--- config.mk ---
export PLATFORM = sky130hd
export DESIGN_NAME = southBridge
export DESIGN_NICKNAME = d
export VERILOG_FILES = /design/src/source/bridgePkg.sv /design/src/source/apbDecoder.sv /design/src/source/devTimer.sv /design/src/source/returnMerge.sv /design/src/source/southBridge.sv
export VERILOG_INCLUDE_DIRS = /design/src /design/src/source
export SDC_FILE = /design/constraint.sdc
export NUM_CORES = 1
export LEC_CHECK = 0
export BUFFER_PORTS_ARGS = -buffer_cell sky130_fd_sc_hd__buf_4
export CAP_MARGIN = 25
export CELL_PAD_IN_SITES_DETAIL_PLACEMENT = 0
export CELL_PAD_IN_SITES_GLOBAL_PLACEMENT = 1
export CORE_MARGIN = 8
export CORE_UTILIZATION = 44
export CTS_CLUSTER_DIAMETER = 120
export DETAILED_ROUTE_END_ITERATION = 8
export HOLD_SLACK_MARGIN = 0.06
export PLACE_DENSITY_LB_ADDON = 0.1
export REMOVE_ABC_BUFFERS = 1
export SYNTH_ARGS = -nofsm -noshare
export SYNTH_HDL_FRONTEND = slang
export SYNTH_SLANG_ARGS = --single-unit
--- constraint.sdc ---
create_clock -name clk -period 3.47 [get_ports clk]
set_input_delay 0.347 -clock clk [delete_from_list [all_inputs] [get_ports clk]]
set_output_delay 0.347 -clock clk [all_outputs]
set_load 0.01 [all_outputs]
--- src/source/bridge_config.svh ---
/*
 * Bridge configuration
 * Address map, timer count and interrupt vector width for the
 * device-side bus of the south bridge
 */
`ifndef BRIDGE_CONFIG_SVH
`define BRIDGE_CONFIG_SVH

// Number of timers hanging off the bridge, 1 to 4
`define NUM_TIMERS 2

// Byte address of timer 0
`define TIMER_BASE 32'h0000_7F00

// Byte window of one timer, four words
`define TIMER_STRIDE 16

// Bytes covered by all timer windows together
`define TIMER_SPAN (`NUM_TIMERS * `TIMER_STRIDE)

// Hardware interrupt lines 7 to 2 of the CPU
`define HW_INT_WIDTH 6

`endif

--- src/source/bridgePkg.sv ---
/*
 * Bridge types
 * Register index inside a timer window and the timer control word
 */
package bridgePkg;

    // Word index inside one timer window
    typedef enum logic [1:0] {
        REG_CTRL   = 2'd0,
        REG_PRESET = 2'd1,
        REG_COUNT  = 2'd2,
        REG_NONE   = 2'd3
    } regIndex_t;

    // Control fields, enable in bit 0
    typedef struct packed {
        logic [28:0] reserved;
        logic        irqMask;
        logic        autoReload;
        logic        enable;
    } timerFields_t;

    // Same word seen as bus data or as control fields
    typedef union packed {
        logic [31:0]  raw;
        timerFields_t fields;
    } timerCtrl_t;

endpackage

--- src/source/apbDecoder.sv ---
/*
 * APB address decoder
 * Maps a byte address onto one timer and one register inside it,
 * flags accesses outside the windows and partial writes
 */
`timescale 1ns/1ps
`include "bridge_config.svh"

module apbDecoder (
    input  logic                       psel,
    input  logic [31:0]                paddr,
    input  logic                       pwrite,
    input  logic [3:0]                 pstrb,
    output logic [`NUM_TIMERS-1:0]     timerSel,
    output bridgePkg::regIndex_t       regIndex,
    output logic                       decodeErr
);

    localparam int unsigned SPAN = `TIMER_SPAN;

    logic [31:0] offset;
    logic [31:0] timerIdx;
    logic        outOfRange;
    logic        partialWrite;

    always_comb begin
        // Addresses below the base wrap around and fail the range test
        offset       = paddr - `TIMER_BASE;
        timerIdx     = offset / `TIMER_STRIDE;
        regIndex     = bridgePkg::regIndex_t'(offset[3:2]);
        outOfRange   = offset >= SPAN;
        // Devices only take whole words
        partialWrite = pwrite && (pstrb != 4'b1111);

        timerSel  = '0;
        decodeErr = 1'b0;
        if (psel) begin
            decodeErr = outOfRange || (regIndex == bridgePkg::REG_NONE) || partialWrite;
            for (int i = 0; i < `NUM_TIMERS; i++) begin
                timerSel[i] = !decodeErr && (timerIdx == i);
            end
        end

        // An access either reaches exactly one device or is flagged
        assert (!psel || (decodeErr ? (timerSel == '0) : $onehot(timerSel)))
            else $error("apbDecoder: bad select %b with err %b", timerSel, decodeErr);
    end

endmodule

--- src/source/devTimer.sv ---
/*
 * Programmable timer
 * Down-counter with preset, control word, one-shot or auto-reload
 * mode and a maskable interrupt
 */
`timescale 1ns/1ps

module devTimer (
    input  logic                 clk,
    input  logic                 rstN,
    input  logic                 sel,
    input  logic                 penable,
    input  logic                 pwrite,
    input  bridgePkg::regIndex_t regIndex,
    input  logic [31:0]          pwdata,
    output logic [31:0]          rdata,
    output logic                 irq
);

    bridgePkg::timerCtrl_t ctrl;
    bridgePkg::timerCtrl_t wrCtrl;
    logic [31:0]           preset;
    logic [31:0]           count;
    logic                  pending;
    // Preset changed since count was last loaded from it
    logic                  presetDirty;
    logic                  wrEn;

    // Write lands at the end of the access phase
    assign wrEn       = sel && penable && pwrite;
    assign wrCtrl.raw = pwdata;

    always_ff @(posedge clk) begin
        if (!rstN) begin
            ctrl        <= '0;
            preset      <= '0;
            count       <= '0;
            pending     <= 1'b0;
            presetDirty <= 1'b0;
        end else if (wrEn && (regIndex == bridgePkg::REG_CTRL)) begin
            ctrl    <= wrCtrl;
            pending <= 1'b0;
            if (wrCtrl.fields.enable) begin
                count       <= preset;
                presetDirty <= 1'b0;
            end
        end else begin
            if (ctrl.fields.enable) begin
                if (count == 32'd1) begin
                    count   <= '0;
                    pending <= 1'b1;
                    // One-shot stops here
                    if (!ctrl.fields.autoReload) begin
                        ctrl.fields.enable <= 1'b0;
                    end
                end else if (count != '0) begin
                    count <= count - 32'd1;
                end else if (ctrl.fields.autoReload) begin
                    // Reload one cycle after reaching zero
                    count       <= preset;
                    presetDirty <= 1'b0;
                end
            end
            // Kept after the reload so a same-cycle preset write stays marked
            if (wrEn && (regIndex == bridgePkg::REG_PRESET)) begin
                preset      <= pwdata;
                presetDirty <= 1'b1;
            end
        end
    end

    always_comb begin
        case (regIndex)
            bridgePkg::REG_CTRL:   rdata = ctrl.raw;
            bridgePkg::REG_PRESET: rdata = preset;
            bridgePkg::REG_COUNT:  rdata = count;
            default:               rdata = '0;
        endcase
    end

    assign irq = pending && ctrl.fields.irqMask;

    // Running count stays within the preset it was loaded from
    assert property (@(posedge clk) disable iff (!rstN)
        (ctrl.fields.enable && !presetDirty) |-> (count <= preset))
        else $error("devTimer: count %0d above preset %0d", count, preset);

endmodule

--- src/source/returnMerge.sv ---
/*
 * Return path merge
 * Selects timer read data, forms the APB response and registers
 * the hardware interrupt vector
 */
`timescale 1ns/1ps
`include "bridge_config.svh"

module returnMerge (
    input  logic                               clk,
    input  logic                               rstN,
    input  logic                               psel,
    input  logic                               penable,
    input  logic [`NUM_TIMERS-1:0]             timerSel,
    input  logic                               decodeErr,
    input  logic [`NUM_TIMERS-1:0][31:0]       timerRdata,
    input  logic [`NUM_TIMERS-1:0]             timerIrq,
    input  logic                               extInt,
    output logic [31:0]                        prdata,
    output logic                               pready,
    output logic                               pslverr,
    output logic [`HW_INT_WIDTH-1:0]           hwInt
);

    logic [`HW_INT_WIDTH-1:0] hwIntNext;

    // No wait states, every access phase completes
    assign pready  = psel && penable;
    assign pslverr = pready && decodeErr;

    // One-hot select, so an OR of masked words is enough
    always_comb begin
        prdata = '0;
        for (int i = 0; i < `NUM_TIMERS; i++) begin
            prdata = prdata | (timerRdata[i] & {32{timerSel[i]}});
        end
    end

    // Timers first, external line right above them
    always_comb begin
        hwIntNext                = '0;
        hwIntNext[`NUM_TIMERS-1:0] = timerIrq;
        hwIntNext[`NUM_TIMERS]   = extInt;
    end

    always_ff @(posedge clk) begin
        if (!rstN) begin
            hwInt <= '0;
        end else begin
            hwInt <= hwIntNext;
        end
    end

    // Error only closes a transfer that went through its setup phase
    assert property (@(posedge clk) disable iff (!rstN)
        pslverr |-> (pready && $past(psel && !penable)))
        else $error("returnMerge: pslverr outside a proper access phase");

endmodule

--- src/source/southBridge.sv ---
/*
 * South bridge
 * APB completer for the device side, decodes each access onto a
 * bank of timers and merges their replies and interrupts
 */
`timescale 1ns/1ps
`include "bridge_config.svh"

module southBridge (
    input  logic                     clk,
    input  logic                     rstN,
    input  logic                     psel,
    input  logic                     penable,
    input  logic                     pwrite,
    input  logic [31:0]              paddr,
    input  logic [31:0]              pwdata,
    input  logic [3:0]               pstrb,
    output logic [31:0]              prdata,
    output logic                     pready,
    output logic                     pslverr,
    input  logic                     extInt,
    output logic [`HW_INT_WIDTH-1:0] hwInt
);

    logic [`NUM_TIMERS-1:0]       timerSel;
    bridgePkg::regIndex_t         regIndex;
    logic                         decodeErr;
    logic [`NUM_TIMERS-1:0][31:0] timerRdata;
    logic [`NUM_TIMERS-1:0]       timerIrq;

    apbDecoder i_decoder (
        .psel      (psel),
        .paddr     (paddr),
        .pwrite    (pwrite),
        .pstrb     (pstrb),
        .timerSel  (timerSel),
        .regIndex  (regIndex),
        .decodeErr (decodeErr)
    );

    // One APB link per timer, only the select differs
    for (genvar i = 0; i < `NUM_TIMERS; i++) begin : g_timer
        devTimer i_timer (
            .clk      (clk),
            .rstN     (rstN),
            .sel      (timerSel[i]),
            .penable  (penable),
            .pwrite   (pwrite),
            .regIndex (regIndex),
            .pwdata   (pwdata),
            .rdata    (timerRdata[i]),
            .irq      (timerIrq[i])
        );
    end

    returnMerge i_merge (
        .clk        (clk),
        .rstN       (rstN),
        .psel       (psel),
        .penable    (penable),
        .timerSel   (timerSel),
        .decodeErr  (decodeErr),
        .timerRdata (timerRdata),
        .timerIrq   (timerIrq),
        .extInt     (extInt),
        .prdata     (prdata),
        .pready     (pready),
        .pslverr    (pslverr),
        .hwInt      (hwInt)
    );

endmodule

==> results of run 1 <==
==> routing by layer <==
| metal | GRT usage | vias up | wire (µm) |
|---|---|---|---|
| met2 | 0.424 | 488 | 19100 |
| met5 | 0 | - | 0 |
| met1 | 0.356 | 5559 | 18900 |
| met4 | 0.111 | 0 | 1630 |
| li1 | - | 5590 | - |
| met3 | 0.0461 | 76 | 3090 |
==> layout by cell type, fill, tap and decap left out, types with 5 or more instances in the layout <==
| cell type | instances |
|---|---|
| a211oi_1 | 45 |
| a21oi_1 | 210 |
| a22oi_1 | 33 |
| a2bb2oi_1 | 8 |
| a31oi_1 | 8 |
| a32oi_1 | 5 |
| and2_1 | 5 |
| buf_12 | 6 |
| buf_4 | 156 |
| clkbuf_16 | 17 |
| dfxtp_1 | 197 |
| ha_1 | 6 |
| inv_1 | 14 |
| inv_6 | 5 |
| mux2i_1 | 72 |
| nand2_1 | 321 |
| nand3_1 | 31 |
| nand4_1 | 12 |
| nor2_1 | 109 |
| nor3_1 | 42 |
| nor4_1 | 42 |
| nor4_2 | 6 |
| o211ai_1 | 9 |
| o21ai_0 | 20 |
| o21ai_1 | 7 |
| o221ai_1 | 5 |
| o22ai_1 | 11 |
| o31ai_1 | 17 |
| o32ai_1 | 13 |
| o32ai_2 | 6 |
| or2_2 | 9 |
| or3_1 | 12 |
| or4_1 | 23 |
| xnor2_1 | 6 |
| xor2_1 | 6 |
==> sequential cells by signal, indices dropped and copies added (netlist names) <==
| signal | count |
|---|---|
| g_timer.i_timer.count | 64 |
| g_timer.i_timer.ctrl | 64 |
| g_timer.i_timer.pending | 2 |
| g_timer.i_timer.preset | 64 |
| i_merge.hwInt | 3 |
==> through the flow <==
stage	instances	power [mW]	hold WS, ps	setup TNS, ps	setup WS (ps)
after floorplan	1384	2.37	431	-105400	-1520
after global placement	1876	2.60	437	0	306
after detailed placement	1876	2.59	443	0	251
after CTS	1908	4.72	101	0	225
after global routing	1908	4.81	113	0	125
final	1908	4.68	111	0	185
==> cells by family (layout without fill, tap and decap cells) <==
kind of cell,after synthesis,count (layout),synth area share
multiplexers,73,73,0.0647
buffers and inverters,150,209,0.0552
AO/OA/AOI/OAI,424,424,0.239
other,1,3,0.000332
AND/OR/NAND/NOR,654,654,0.276
XOR/XNOR,12,12,0.00931
flip-flops,197,197,0.349
adder cells (fa/ha/maj),6,6,0.00665
==> Yosys cell counts, drive strengths merged, types with 3 or more instances <==
library cell / n
nor3b: 4
a2bb2oi: 8
and3: 4
o32ai: 19
buf: 34
xnor2: 6
nand4b: 3
nor4: 52
xor2: 6
dfxtp: 197
or4: 25
nand2: 322
nor2: 110
mux2i: 73
inv: 15
nor3: 43
or2: 10
a21oi: 212
nand2b: 3
o221ai: 5
o31a: 3
a211oi: 46
o211ai: 9
o22ai: 11
o21a: 3
and2: 5
nand3: 31
a31oi: 8
a32oi: 5
nand4: 12
and4: 5
o31ai: 17
ha: 6
a21boi: 4
clkbuf: 101
o21ai: 27
a22oi: 33
or3: 12
nor4b: 3
==> worst register-to-register path, cell delays in order (launching register included) <==
cell     delay (ps)
dfxtp_1         370
or4_1           690
or4_1           720
or4_4           680
nand2_4         290
a22oi_1         150
o32ai_1         290
==> power groups by stage <==
| stage | Sequential [mW] | Combinational (mW) | Clock (mW) |
|---|---|---|---|
| after floorplan | 2.31 | 0.0617 | 0 |
| after global routing | 2.26 | 0.296 | 2.26 |
| after detailed placement | 2.31 | 0.282 | 0 |
| final | 2.26 | 0.284 | 2.14 |
| after CTS | 2.26 | 0.283 | 2.17 |
| after global placement | 2.31 | 0.283 | 0 |
==> worst paths after layout <==
path | startpoint | to | cells after the start
setup / recovery | g_timer[1].i_timer.count[9]$_SDFFE_PN0P_ | g_timer[1].i_timer.count[27]$_SDFFE_PN0P_ | 6
hold / removal | extInt | i_merge.hwInt[2]$_SDFF_PN0_ | 2
setup reg to reg | g_timer[1].i_timer.count[9]$_SDFFE_PN0P_ | g_timer[1].i_timer.count[27]$_SDFFE_PN0P_ | 6
hold reg to reg | g_timer[1].i_timer.ctrl[15]$_SDFFE_PN0P_ | g_timer[1].i_timer.ctrl[15]$_SDFFE_PN0P_ | 2
==> cell type report <==
type                    instances  area share
multi-input cells            1172       0.516
flip-flops and latches        197       0.301
repair buffers                162      0.0986
clock buffers                  18      0.0335
well taps                     330      0.0315
clock inverters                14      0.0146
inverters                      15     0.00449
==> flow_metrics.py, run 1 <==
metrics = {
    "floorplan": {
        "core_mm2": 0.0252,
        "initial_core_util": 0.448,
        "die_y_um": 176,
        "die_area_mm2": 0.0310,
        "io_pins": 114,
        "die_w_um": 176,
        "rows": 58,
    },
    "timing": {
        "hold_viol_final": 0,
        "fmax_ghz": 0.304,
        "finalSetupViolations": 0,
        "grt_setup_unrepaired": "false",
        "report.final.slew_viol_count": 0,
        "relSlewSlack": 0.316,
        "fin_skew_ps": 14.9,
        "period_share": 0.947,
        "tightest_slew_ps": 1020,
        "min_period_ps": 3290,
    },
    "logic_synthesis": {
        "async_flop_share": 0,
        "syn_inst": 1517,
        "yosysWarnings": 0,
        "synthFlopType": "dfxtp_1",
        "synth_top_area_share": 0.349,
        "yosysTopAreaCell": "dfxtp_1",
        "synth_cell_type_count": 68,
        "ys_ff_latch": 197,
        "yosysSeqAreaShare": 0.349,
        "synth_area_leaders": "dfxtp_1 (35%), nand2_1 (11%), a21oi_1 (9.4%), mux2i_1 (6.5%), nor2_1 (3.6%)",
        "synthesis.area_mm2": 0.0113,
        "synth_edf_count": 0,
        "syn-mean-instance-area_um2": 7.44,
    },
    "detailed_routing": {
        "vias_per_cell": 6.14,
        "wl_per_cell_um": 22.4,
        "first_pass_iters": 8,
        "drtAntennaViolNets": 0,
        "wl_mm": 42.7,
        "drc": 0,
        "num_vias": 11713,
        "drtIter0Drc": 1150,
    },
    "worst_setup_path": {
        "worst-r2r-setup-slack_ps": 180,
        "cp_cell_sequence": "or4_1, or4_1, or4_4, nand2_4, a22oi_1, o32ai_1",
        "crit_family": "simple AND/OR/NAND/NOR gates",
        "crit_top_cell": "or4_1",
        "crit_fanout": 24,
        "path_buf_inv": 0,
        "critPathKind": "reg -> reg",
        "crit_path_max_incr_delay_ps": 720,
        "slowest_stage": "or4_1",
        "arrival_ps": 3630,
        "required_ps": 3810,
        "end_kind": "register",
        "start_kind": "register",
    },
    "place": {
        "io_buffers": 108,
        "placed_cell_area_mm2": 0.0125,
        "place.gp.congestion": 0.919,
        "hpwl_mm": 29.5,
    },
    "global_routing": {
        "overflow": 0,
        "track_usage": 0.268,
        "grt_antenna_before_repair": 0,
        "grt_first_pass_wirelength_mm": 65.5,
        "grt_max_degree": 97,
        "grt_pass1_vias": 11164,
    },
    "cells_and_area": {
        "fin_area_mm2": 0.0131,
        "multi_input_area_mm2": 0.00676,
        "drive_gt1_frac": 0.148,
        "antenna_cells": 0,
        "fill_cells": 2513,
        "syn2layout_area_growth_pct": 16.1,
        "post-route-util": 0.520,
        "finalNetCount": 1645,
        "seq_area_mm2": 0.00394,
    },
    "cts": {
        "ctsRootBufferMaster": "clkbuf_16",
        "htreeDepth": 4,
        "worstSkewPairLatency_ps": 440,
        "clk_pin_slew_ps": 80,
        "cts_sinks": 197,
        "clockBufferDepth": 2,
        "numCtsBuffers": 17,
        "post-cts-setup-buffers": 0,
        "hold_buffers": 0,
        "cts_resized": 0,
        "tritoncts": "done",
    },
    "power_and_ir_drop": {
        "p_int_mw": 3.48,
        "seq_power_share": 0.482,
        "vdd.ir_drop.worst_uv": 308,
        "p_per_area_mw_per_mm2": 357,
        "clkPwrFrac": 0.457,
        "power.switching_mw": 1.21,
        "power_leakage_nw": 4.82,
        "p_sw_frac": 0.257,
        "pwr-share-comb": 0.061,
    },
    "min_path": {
        "hold_class": "in -> reg",
    },
    "run_status": {
        "outcome": "finished clean",
    },
    "run": {
        "cap_viol_max_count": 0,
    },
}
Note: power is estimated with default switching activity, not from simulation.
==> run 2: changes to the inputs <==
Settings changed: CORE_UTILIZATION 44 to 45, CTS_BUF_LIST from default to sky130_fd_sc_hd__clkbuf_8.
==> run 2 against run 1 <==
Against the previous run:
- register-to-register slack improved by 120 ps
- sequential share of layout area rose by 0.59 points
- count of clock-buffer cells in the layout shrank 1
- non-clock buffer count up 3
- first-iteration DRC count fell by 6.1%
- final cell count increased by 0.21%
- clock power decreased by 30%
- worst setup slack improved by 120 ps
- critical path type unchanged
- largest power group unchanged
==> flow_metrics.py, run 2 (synthesis gave the netlist of run 1 again) <==
metrics = {
    "run_status": {
        "outcome": "finished clean",
    },
    "floorplan": {
        "io_pins": 114,
        "die_y_um": 174,
        "rows": 58,
        "initial_core_util": 0.453,
        "die_area_mm2": 0.0304,
        "die_w_um": 174,
        "core_mm2": 0.0249,
    },
    "worst_setup_path": {
        "worst-r2r-setup-slack_ps": 310,
        "cp_cell_sequence": "or4_1, or4_1, or4_4, nand2_4, a22oi_1, o32ai_2",
        "crit_start": "g_timer[1].i_timer.count[9]$_SDFFE_PN0P_",
        "arrival_ps": 3550,
        "r2r_end": "g_timer[1].i_timer.count[13]$_SDFFE_PN0P_",
        "required_ps": 3850,
        "start_kind": "register",
        "slowest_stage": "or4_1",
        "crit_fanout": 24,
        "crit_end": "g_timer[1].i_timer.count[13]$_SDFFE_PN0P_",
        "crit_path_max_incr_delay_ps": 700,
        "reg2regPathDepth": 6,
        "crit_top_cell": "or4_1",
        "critPathKind": "reg -> reg",
        "r2r_start": "g_timer[1].i_timer.count[9]$_SDFFE_PN0P_",
        "end_kind": "register",
    },
    "global_routing": {
        "grt_pass1_vias": 11043,
        "overflow": 0,
        "grt_max_degree": 140,
        "grt_antenna_before_repair": 0,
        "grt_first_pass_wirelength_mm": 65.1,
        "track_usage": 0.269,
    },
    "detailed_routing": {
        "wl_per_cell_um": 22.1,
        "first_pass_iters": 7,
        "vias_per_cell": 6.17,
        "drtIter0Drc": 1080,
        "num_vias": 11791,
        "drtAntennaViolNets": 0,
        "drc": 0,
        "wl_mm": 42.3,
    },
    "cells_and_area": {
        "final_cell_mix": "nand2_1 (321), a21oi_1 (210), dfxtp_1 (197), buf_4 (160), nor2_1 (109)",
        "top_regs": "g_timer.i_timer.count: 64 flops, g_timer.i_timer.ctrl: 64 flops, g_timer.i_timer.preset: 64 flops",
        "final_common_cell": "nand2_1",
        "multi_input_area_mm2": 0.00676,
        "fill_cells": 2560,
        "seq_area_mm2": 0.00394,
        "fin_area_mm2": 0.0128,
        "syn2layout_area_growth_pct": 13.8,
        "drive_gt1_frac": 0.149,
        "finalNetCount": 1648,
    },
    "timing": {
        "period_share": 0.911,
        "fin_skew_ps": 17.8,
        "hold_viol_final": 0,
        "tightest_slew_ps": 995,
        "timing.final.ws_setup_ps": 309,
        "relSlewSlack": 0.334,
        "report.final.slew_viol_count": 0,
        "grt_setup_unrepaired": "false",
        "fmax_ghz": 0.316,
        "finalSetupViolations": 0,
        "min_period_ps": 3160,
    },
    "cts": {
        "tritoncts": "done",
        "ctsRootBufferMaster": "clkbuf_8",
        "cts_resized": 0,
        "worstSkewPairLatency_ps": 480,
        "clockBufferDepth": 2,
        "post-cts-setup-buffers": 0,
        "cts_sinks": 197,
        "hold_buffers": 1,
        "clk_pin_slew_ps": 120,
        "numCtsBuffers": 17,
        "htreeDepth": 4,
    },
    "place": {
        "io_buffers": 108,
        "place.gp.congestion": 0.883,
        "place_ws_ps": 366,
        "placed_cell_area_mm2": 0.0125,
        "hpwl_mm": 29.0,
    },
    "power_and_ir_drop": {
        "power_leakage_nw": 4.71,
        "p_total_mw": 4.04,
        "p_per_area_mw_per_mm2": 314,
        "vdd.ir_drop.worst_uv": 258,
    },
    "min_path": {
        "hold_class": "in -> reg",
    },
    "run": {
        "cap_viol_max_count": 0,
    },
}
==> run 2: changes by cell type in the layout (fill, tap and decap cells not counted), moves of 2 or more <==
cell / previous run / this run
buf_12: 6 / 4
buf_4: 156 / 160
bufinv_16: 2 / 0
clkbuf_16: 17 / 0
clkbuf_8: 1 / 17
clkinv_4: 1 / 5
clkinv_8: 3 / 1
==> run 2: layout make-up <==
type / instances / area share
tap: 330 / 0.0321
clock buffer: 17 / 0.0182
timing repair buffer: 165 / 0.100
inverter: 15 / 0.00458
clock inverter: 15 / 0.0110
sequential: 197 / 0.307
antenna: 1 / 0.000195
multi-input combinational: 1172 / 0.526
==> run 2: critical path: cells and delay by family (launching register included) <==
family	cells	cell delay, ps
AOI/OAI and AO/OA	2	420
DFF	1	400
and+or+nand+nor	4	2240
==> run 2: power by group <==
part / total, mW / switching [mW] / internal (mW)
logic: 0.285 / 0.189 / 0.0958
registers: 2.26 / 0.000364 / 2.26
clock network: 1.49 / 0.960 / 0.530
total: 4.04 / 1.15 / 2.89
==> run 2: worst min path at each step <==
stage | startpoint | to | slack (ps) | depth (start not counted)
2_1_floorplan | g_timer[0].i_timer.ctrl[10]$_SDFFE_PN0P_ | g_timer[0].i_timer.ctrl[10]$_SDFFE_PN0P_ | 430 | 2
3_3_place_gp | g_timer[1].i_timer.ctrl[15]$_SDFFE_PN0P_ | g_timer[1].i_timer.ctrl[15]$_SDFFE_PN0P_ | 440 | 2
3_5_place_dp | g_timer[1].i_timer.ctrl[22]$_SDFFE_PN0P_ | g_timer[1].i_timer.ctrl[22]$_SDFFE_PN0P_ | 440 | 2
4_1_cts | pwdata[11] | g_timer[0].i_timer.preset[11]$_SDFFE_PN0P_ | 120 | 3
5_1_grt | pwdata[23] | g_timer[0].i_timer.preset[23]$_SDFFE_PN0P_ | 110 | 3
6_report | pwdata[30] | g_timer[0].i_timer.preset[30]$_SDFFE_PN0P_ | 130 | 3
==> run 2: layer usage <==
metal  up-vias  routed length, µm  global-route usage
met5         -                  0                   0
met4         0               1360              0.0944
met3        65               2830              0.0414
met2       487              18900               0.419
met1      5637              19200               0.371
li1       5602                  -                   -
==> run 2: metrics by stage <==
step	utilization	hold WS, ps	setup TNS [ps]	instances
after global routing	0.516	112	0	1911
after CTS	0.516	117	0	1911
after global placement	0.501	437	0	1878
after floorplan	-	431	-105400	1384
final	0.516	133	0	1912
after detailed placement	0.501	442	0	1878
==> run 3: changes to the inputs <==
Settings changed: CAP_MARGIN 25 to 20, CORE_UTILIZATION 45 to 24, REMOVE_ABC_BUFFERS 1 to default.
==> run 3 against run 2 <==
Against the previous run:
- non-clock buffer count grew 45
- hold slack gained 44 ps
- clock power rose by 15%
- utilization decreased by 22 points
- critical path depth rose by 1
- power grew 6.5%
- routed wire length increased by 21%
- via count is 0.86% lower
- final cell count is 17% higher
- sequential share of layout area shrank 1.8 points
- sequential power about the same
- flip-flop and latch count unchanged
==> flow_metrics.py, run 3 (synthesis gave the netlist of run 1 again) <==
metrics = {
    "place": {
        "place_ws_ps": 350,
        "hpwl_mm": 36.2,
        "place.gp.congestion": 0.798,
        "io_buffers": 108,
    },
    "cells_and_area": {
        "top_regs": "g_timer.i_timer.count: 64 flops, g_timer.i_timer.ctrl: 64 flops, g_timer.i_timer.preset: 64 flops",
        "final_cell_mix": "nand2_1 (321), a21oi_1 (210), dfxtp_1 (197), buf_4 (172), nor2_1 (109)",
        "drive_gt1_frac": 0.152,
        "post-route-util": 0.294,
        "finalNetCount": 1693,
        "antenna_cells": 0,
        "final_common_cell": "nand2_1",
        "syn2layout_area_growth_pct": 21.1,
    },
    "worst_setup_path": {
        "arrival_ps": 3710,
        "cp_cell_sequence": "or4_1, or4_4, nor4_1, buf_4, nor2_1, a22oi_1, o32ai_1",
        "slowest_stage": "or4_1",
        "start_kind": "register",
        "end_kind": "register",
        "crit_start": "g_timer[0].i_timer.count[8]$_SDFFE_PN0P_",
        "critPathKind": "reg -> reg",
        "crit_fanout": 11,
        "crit_path_max_incr_delay_ps": 720,
        "r2r_start": "g_timer[0].i_timer.count[8]$_SDFFE_PN0P_",
        "required_ps": 3910,
    },
    "min_path": {
        "hold_class": "in -> reg",
        "hp-start": "rstN",
    },
    "cts": {
        "numCtsBuffers": 17,
        "clockBufferDepth": 2,
        "cts_sinks": 197,
        "post-cts-setup-buffers": 0,
        "hold_buffers": 33,
        "ctsRootBufferMaster": "clkbuf_8",
        "tritoncts": "done",
        "worstSkewPairLatency_ps": 580,
        "clk_pin_slew_ps": 110,
        "cts_resized": 0,
        "htreeDepth": 4,
    },
    "timing": {
        "grt_setup_unrepaired": "false",
        "relSlewSlack": 0.271,
        "report.final.slew_viol_count": 0,
        "hold-worst-slack_ps": 177,
        "fin_skew_ps": 23.7,
        "tightest_slew_ps": 1090,
        "hold_viol_final": 0,
        "fmax_ghz": 0.306,
        "final.setup.tns_ps": 0,
        "min_period_ps": 3270,
        "timing.final.ws_setup_ps": 202,
        "period_share": 0.942,
        "finalSetupViolations": 0,
    },
    "power_and_ir_drop": {
        "pwr-share-comb": 0.077,
        "p_sw_frac": 0.273,
        "p_per_area_mw_per_mm2": 315,
        "seq_power_share": 0.526,
        "power_leakage_nw": 4.93,
        "vdd.ir_drop.worst_uv": 212,
        "p_int_mw": 3.13,
        "clkPwrFrac": 0.398,
        "power.switching_mw": 1.17,
    },
    "floorplan": {
        "initial_core_util": 0.243,
        "die_y_um": 233,
        "core_mm2": 0.0465,
        "io_pins": 114,
        "rows": 79,
        "die_area_mm2": 0.0542,
        "die_w_um": 233,
    },
    "global_routing": {
        "track_usage": 0.190,
        "grt_first_pass_wirelength_mm": 77.0,
        "overflow": 0,
        "grt_antenna_before_repair": 0,
        "grt_max_degree": 70,
        "grt_pass1_vias": 11331,
    },
    "detailed_routing": {
        "vias_per_cell": 5.24,
        "drtAntennaViolNets": 0,
        "first_pass_iters": 5,
        "num_vias": 11690,
        "drtIter0Drc": 1003,
        "wl_mm": 51.4,
        "wl_per_cell_um": 23.0,
        "drc": 0,
    },
    "run": {
        "cap_viol_max_count": 0,
    },
    "run_status": {
        "outcome": "finished clean",
    },
}
run 3: metrics by stage:
stage	instances	cell area (µm²)	total power, mW
finish	2233	13700	4.30
global route	2233	13700	4.47
CTS	2233	13700	4.39
detailed placement	2168	12900	2.62
global placement	2168	12900	2.62
floorplan	1519	11300	2.44
run 3: final timing paths:
kind	depth (start not counted)	slack, ps	endpoint
setup / recovery	7	200	g_timer[0].i_timer.count[3]$_SDFFE_PN0P_
hold reg to reg	2	460	g_timer[0].i_timer.ctrl[15]$_SDFFE_PN0P_
setup reg to reg	7	200	g_timer[0].i_timer.count[3]$_SDFFE_PN0P_
hold / removal	3	180	g_timer[0].i_timer.preset[30]$_SDFFE_PN0P_
run 3: area by class of cell:
class                      instances  area (µm²)
timing repair buffer             210        1720
fill                            5119       32800
tap                              607         759
multi-input combinational       1172        6760
clock inverter                    13         156
inverter                          15        58.8
sequential                       197        3940
clock buffer                      19         262
run 3: power groups by stage:
stage	registers (mW)	logic, mW	clock network [mW]
2_1_floorplan	2.31	0.123	0
4_1_cts	2.26	0.336	1.79
3_3_place_gp	2.31	0.304	0
3_5_place_dp	2.31	0.305	0
6_report	2.26	0.329	1.71
5_1_grt	2.26	0.349	1.86
run 3: worst max-delay path, delay by kind of cell, from the launching register on:
family,cells,cell delay [ps]
AND/OR/NAND/NOR,4,2130
buffers and inverters,1,220
flip-flops,1,420
AO/OA/AOI/OAI,2,350
run 3: routing by layer:
| layer | wire, µm | GRT usage | vias to the layer above | part of all wire |
|---|---|---|---|---|
| met3 | 2440 | 0.0346 | 36 | 0.047 |
| met5 | 0 | 0 | - | 0 |
| met1 | 25600 | 0.270 | 5641 | 0.50 |
| met4 | 1040 | 0.0596 | 0 | 0.020 |
| met2 | 22300 | 0.286 | 317 | 0.43 |
| li1 | - | - | 5696 | - |
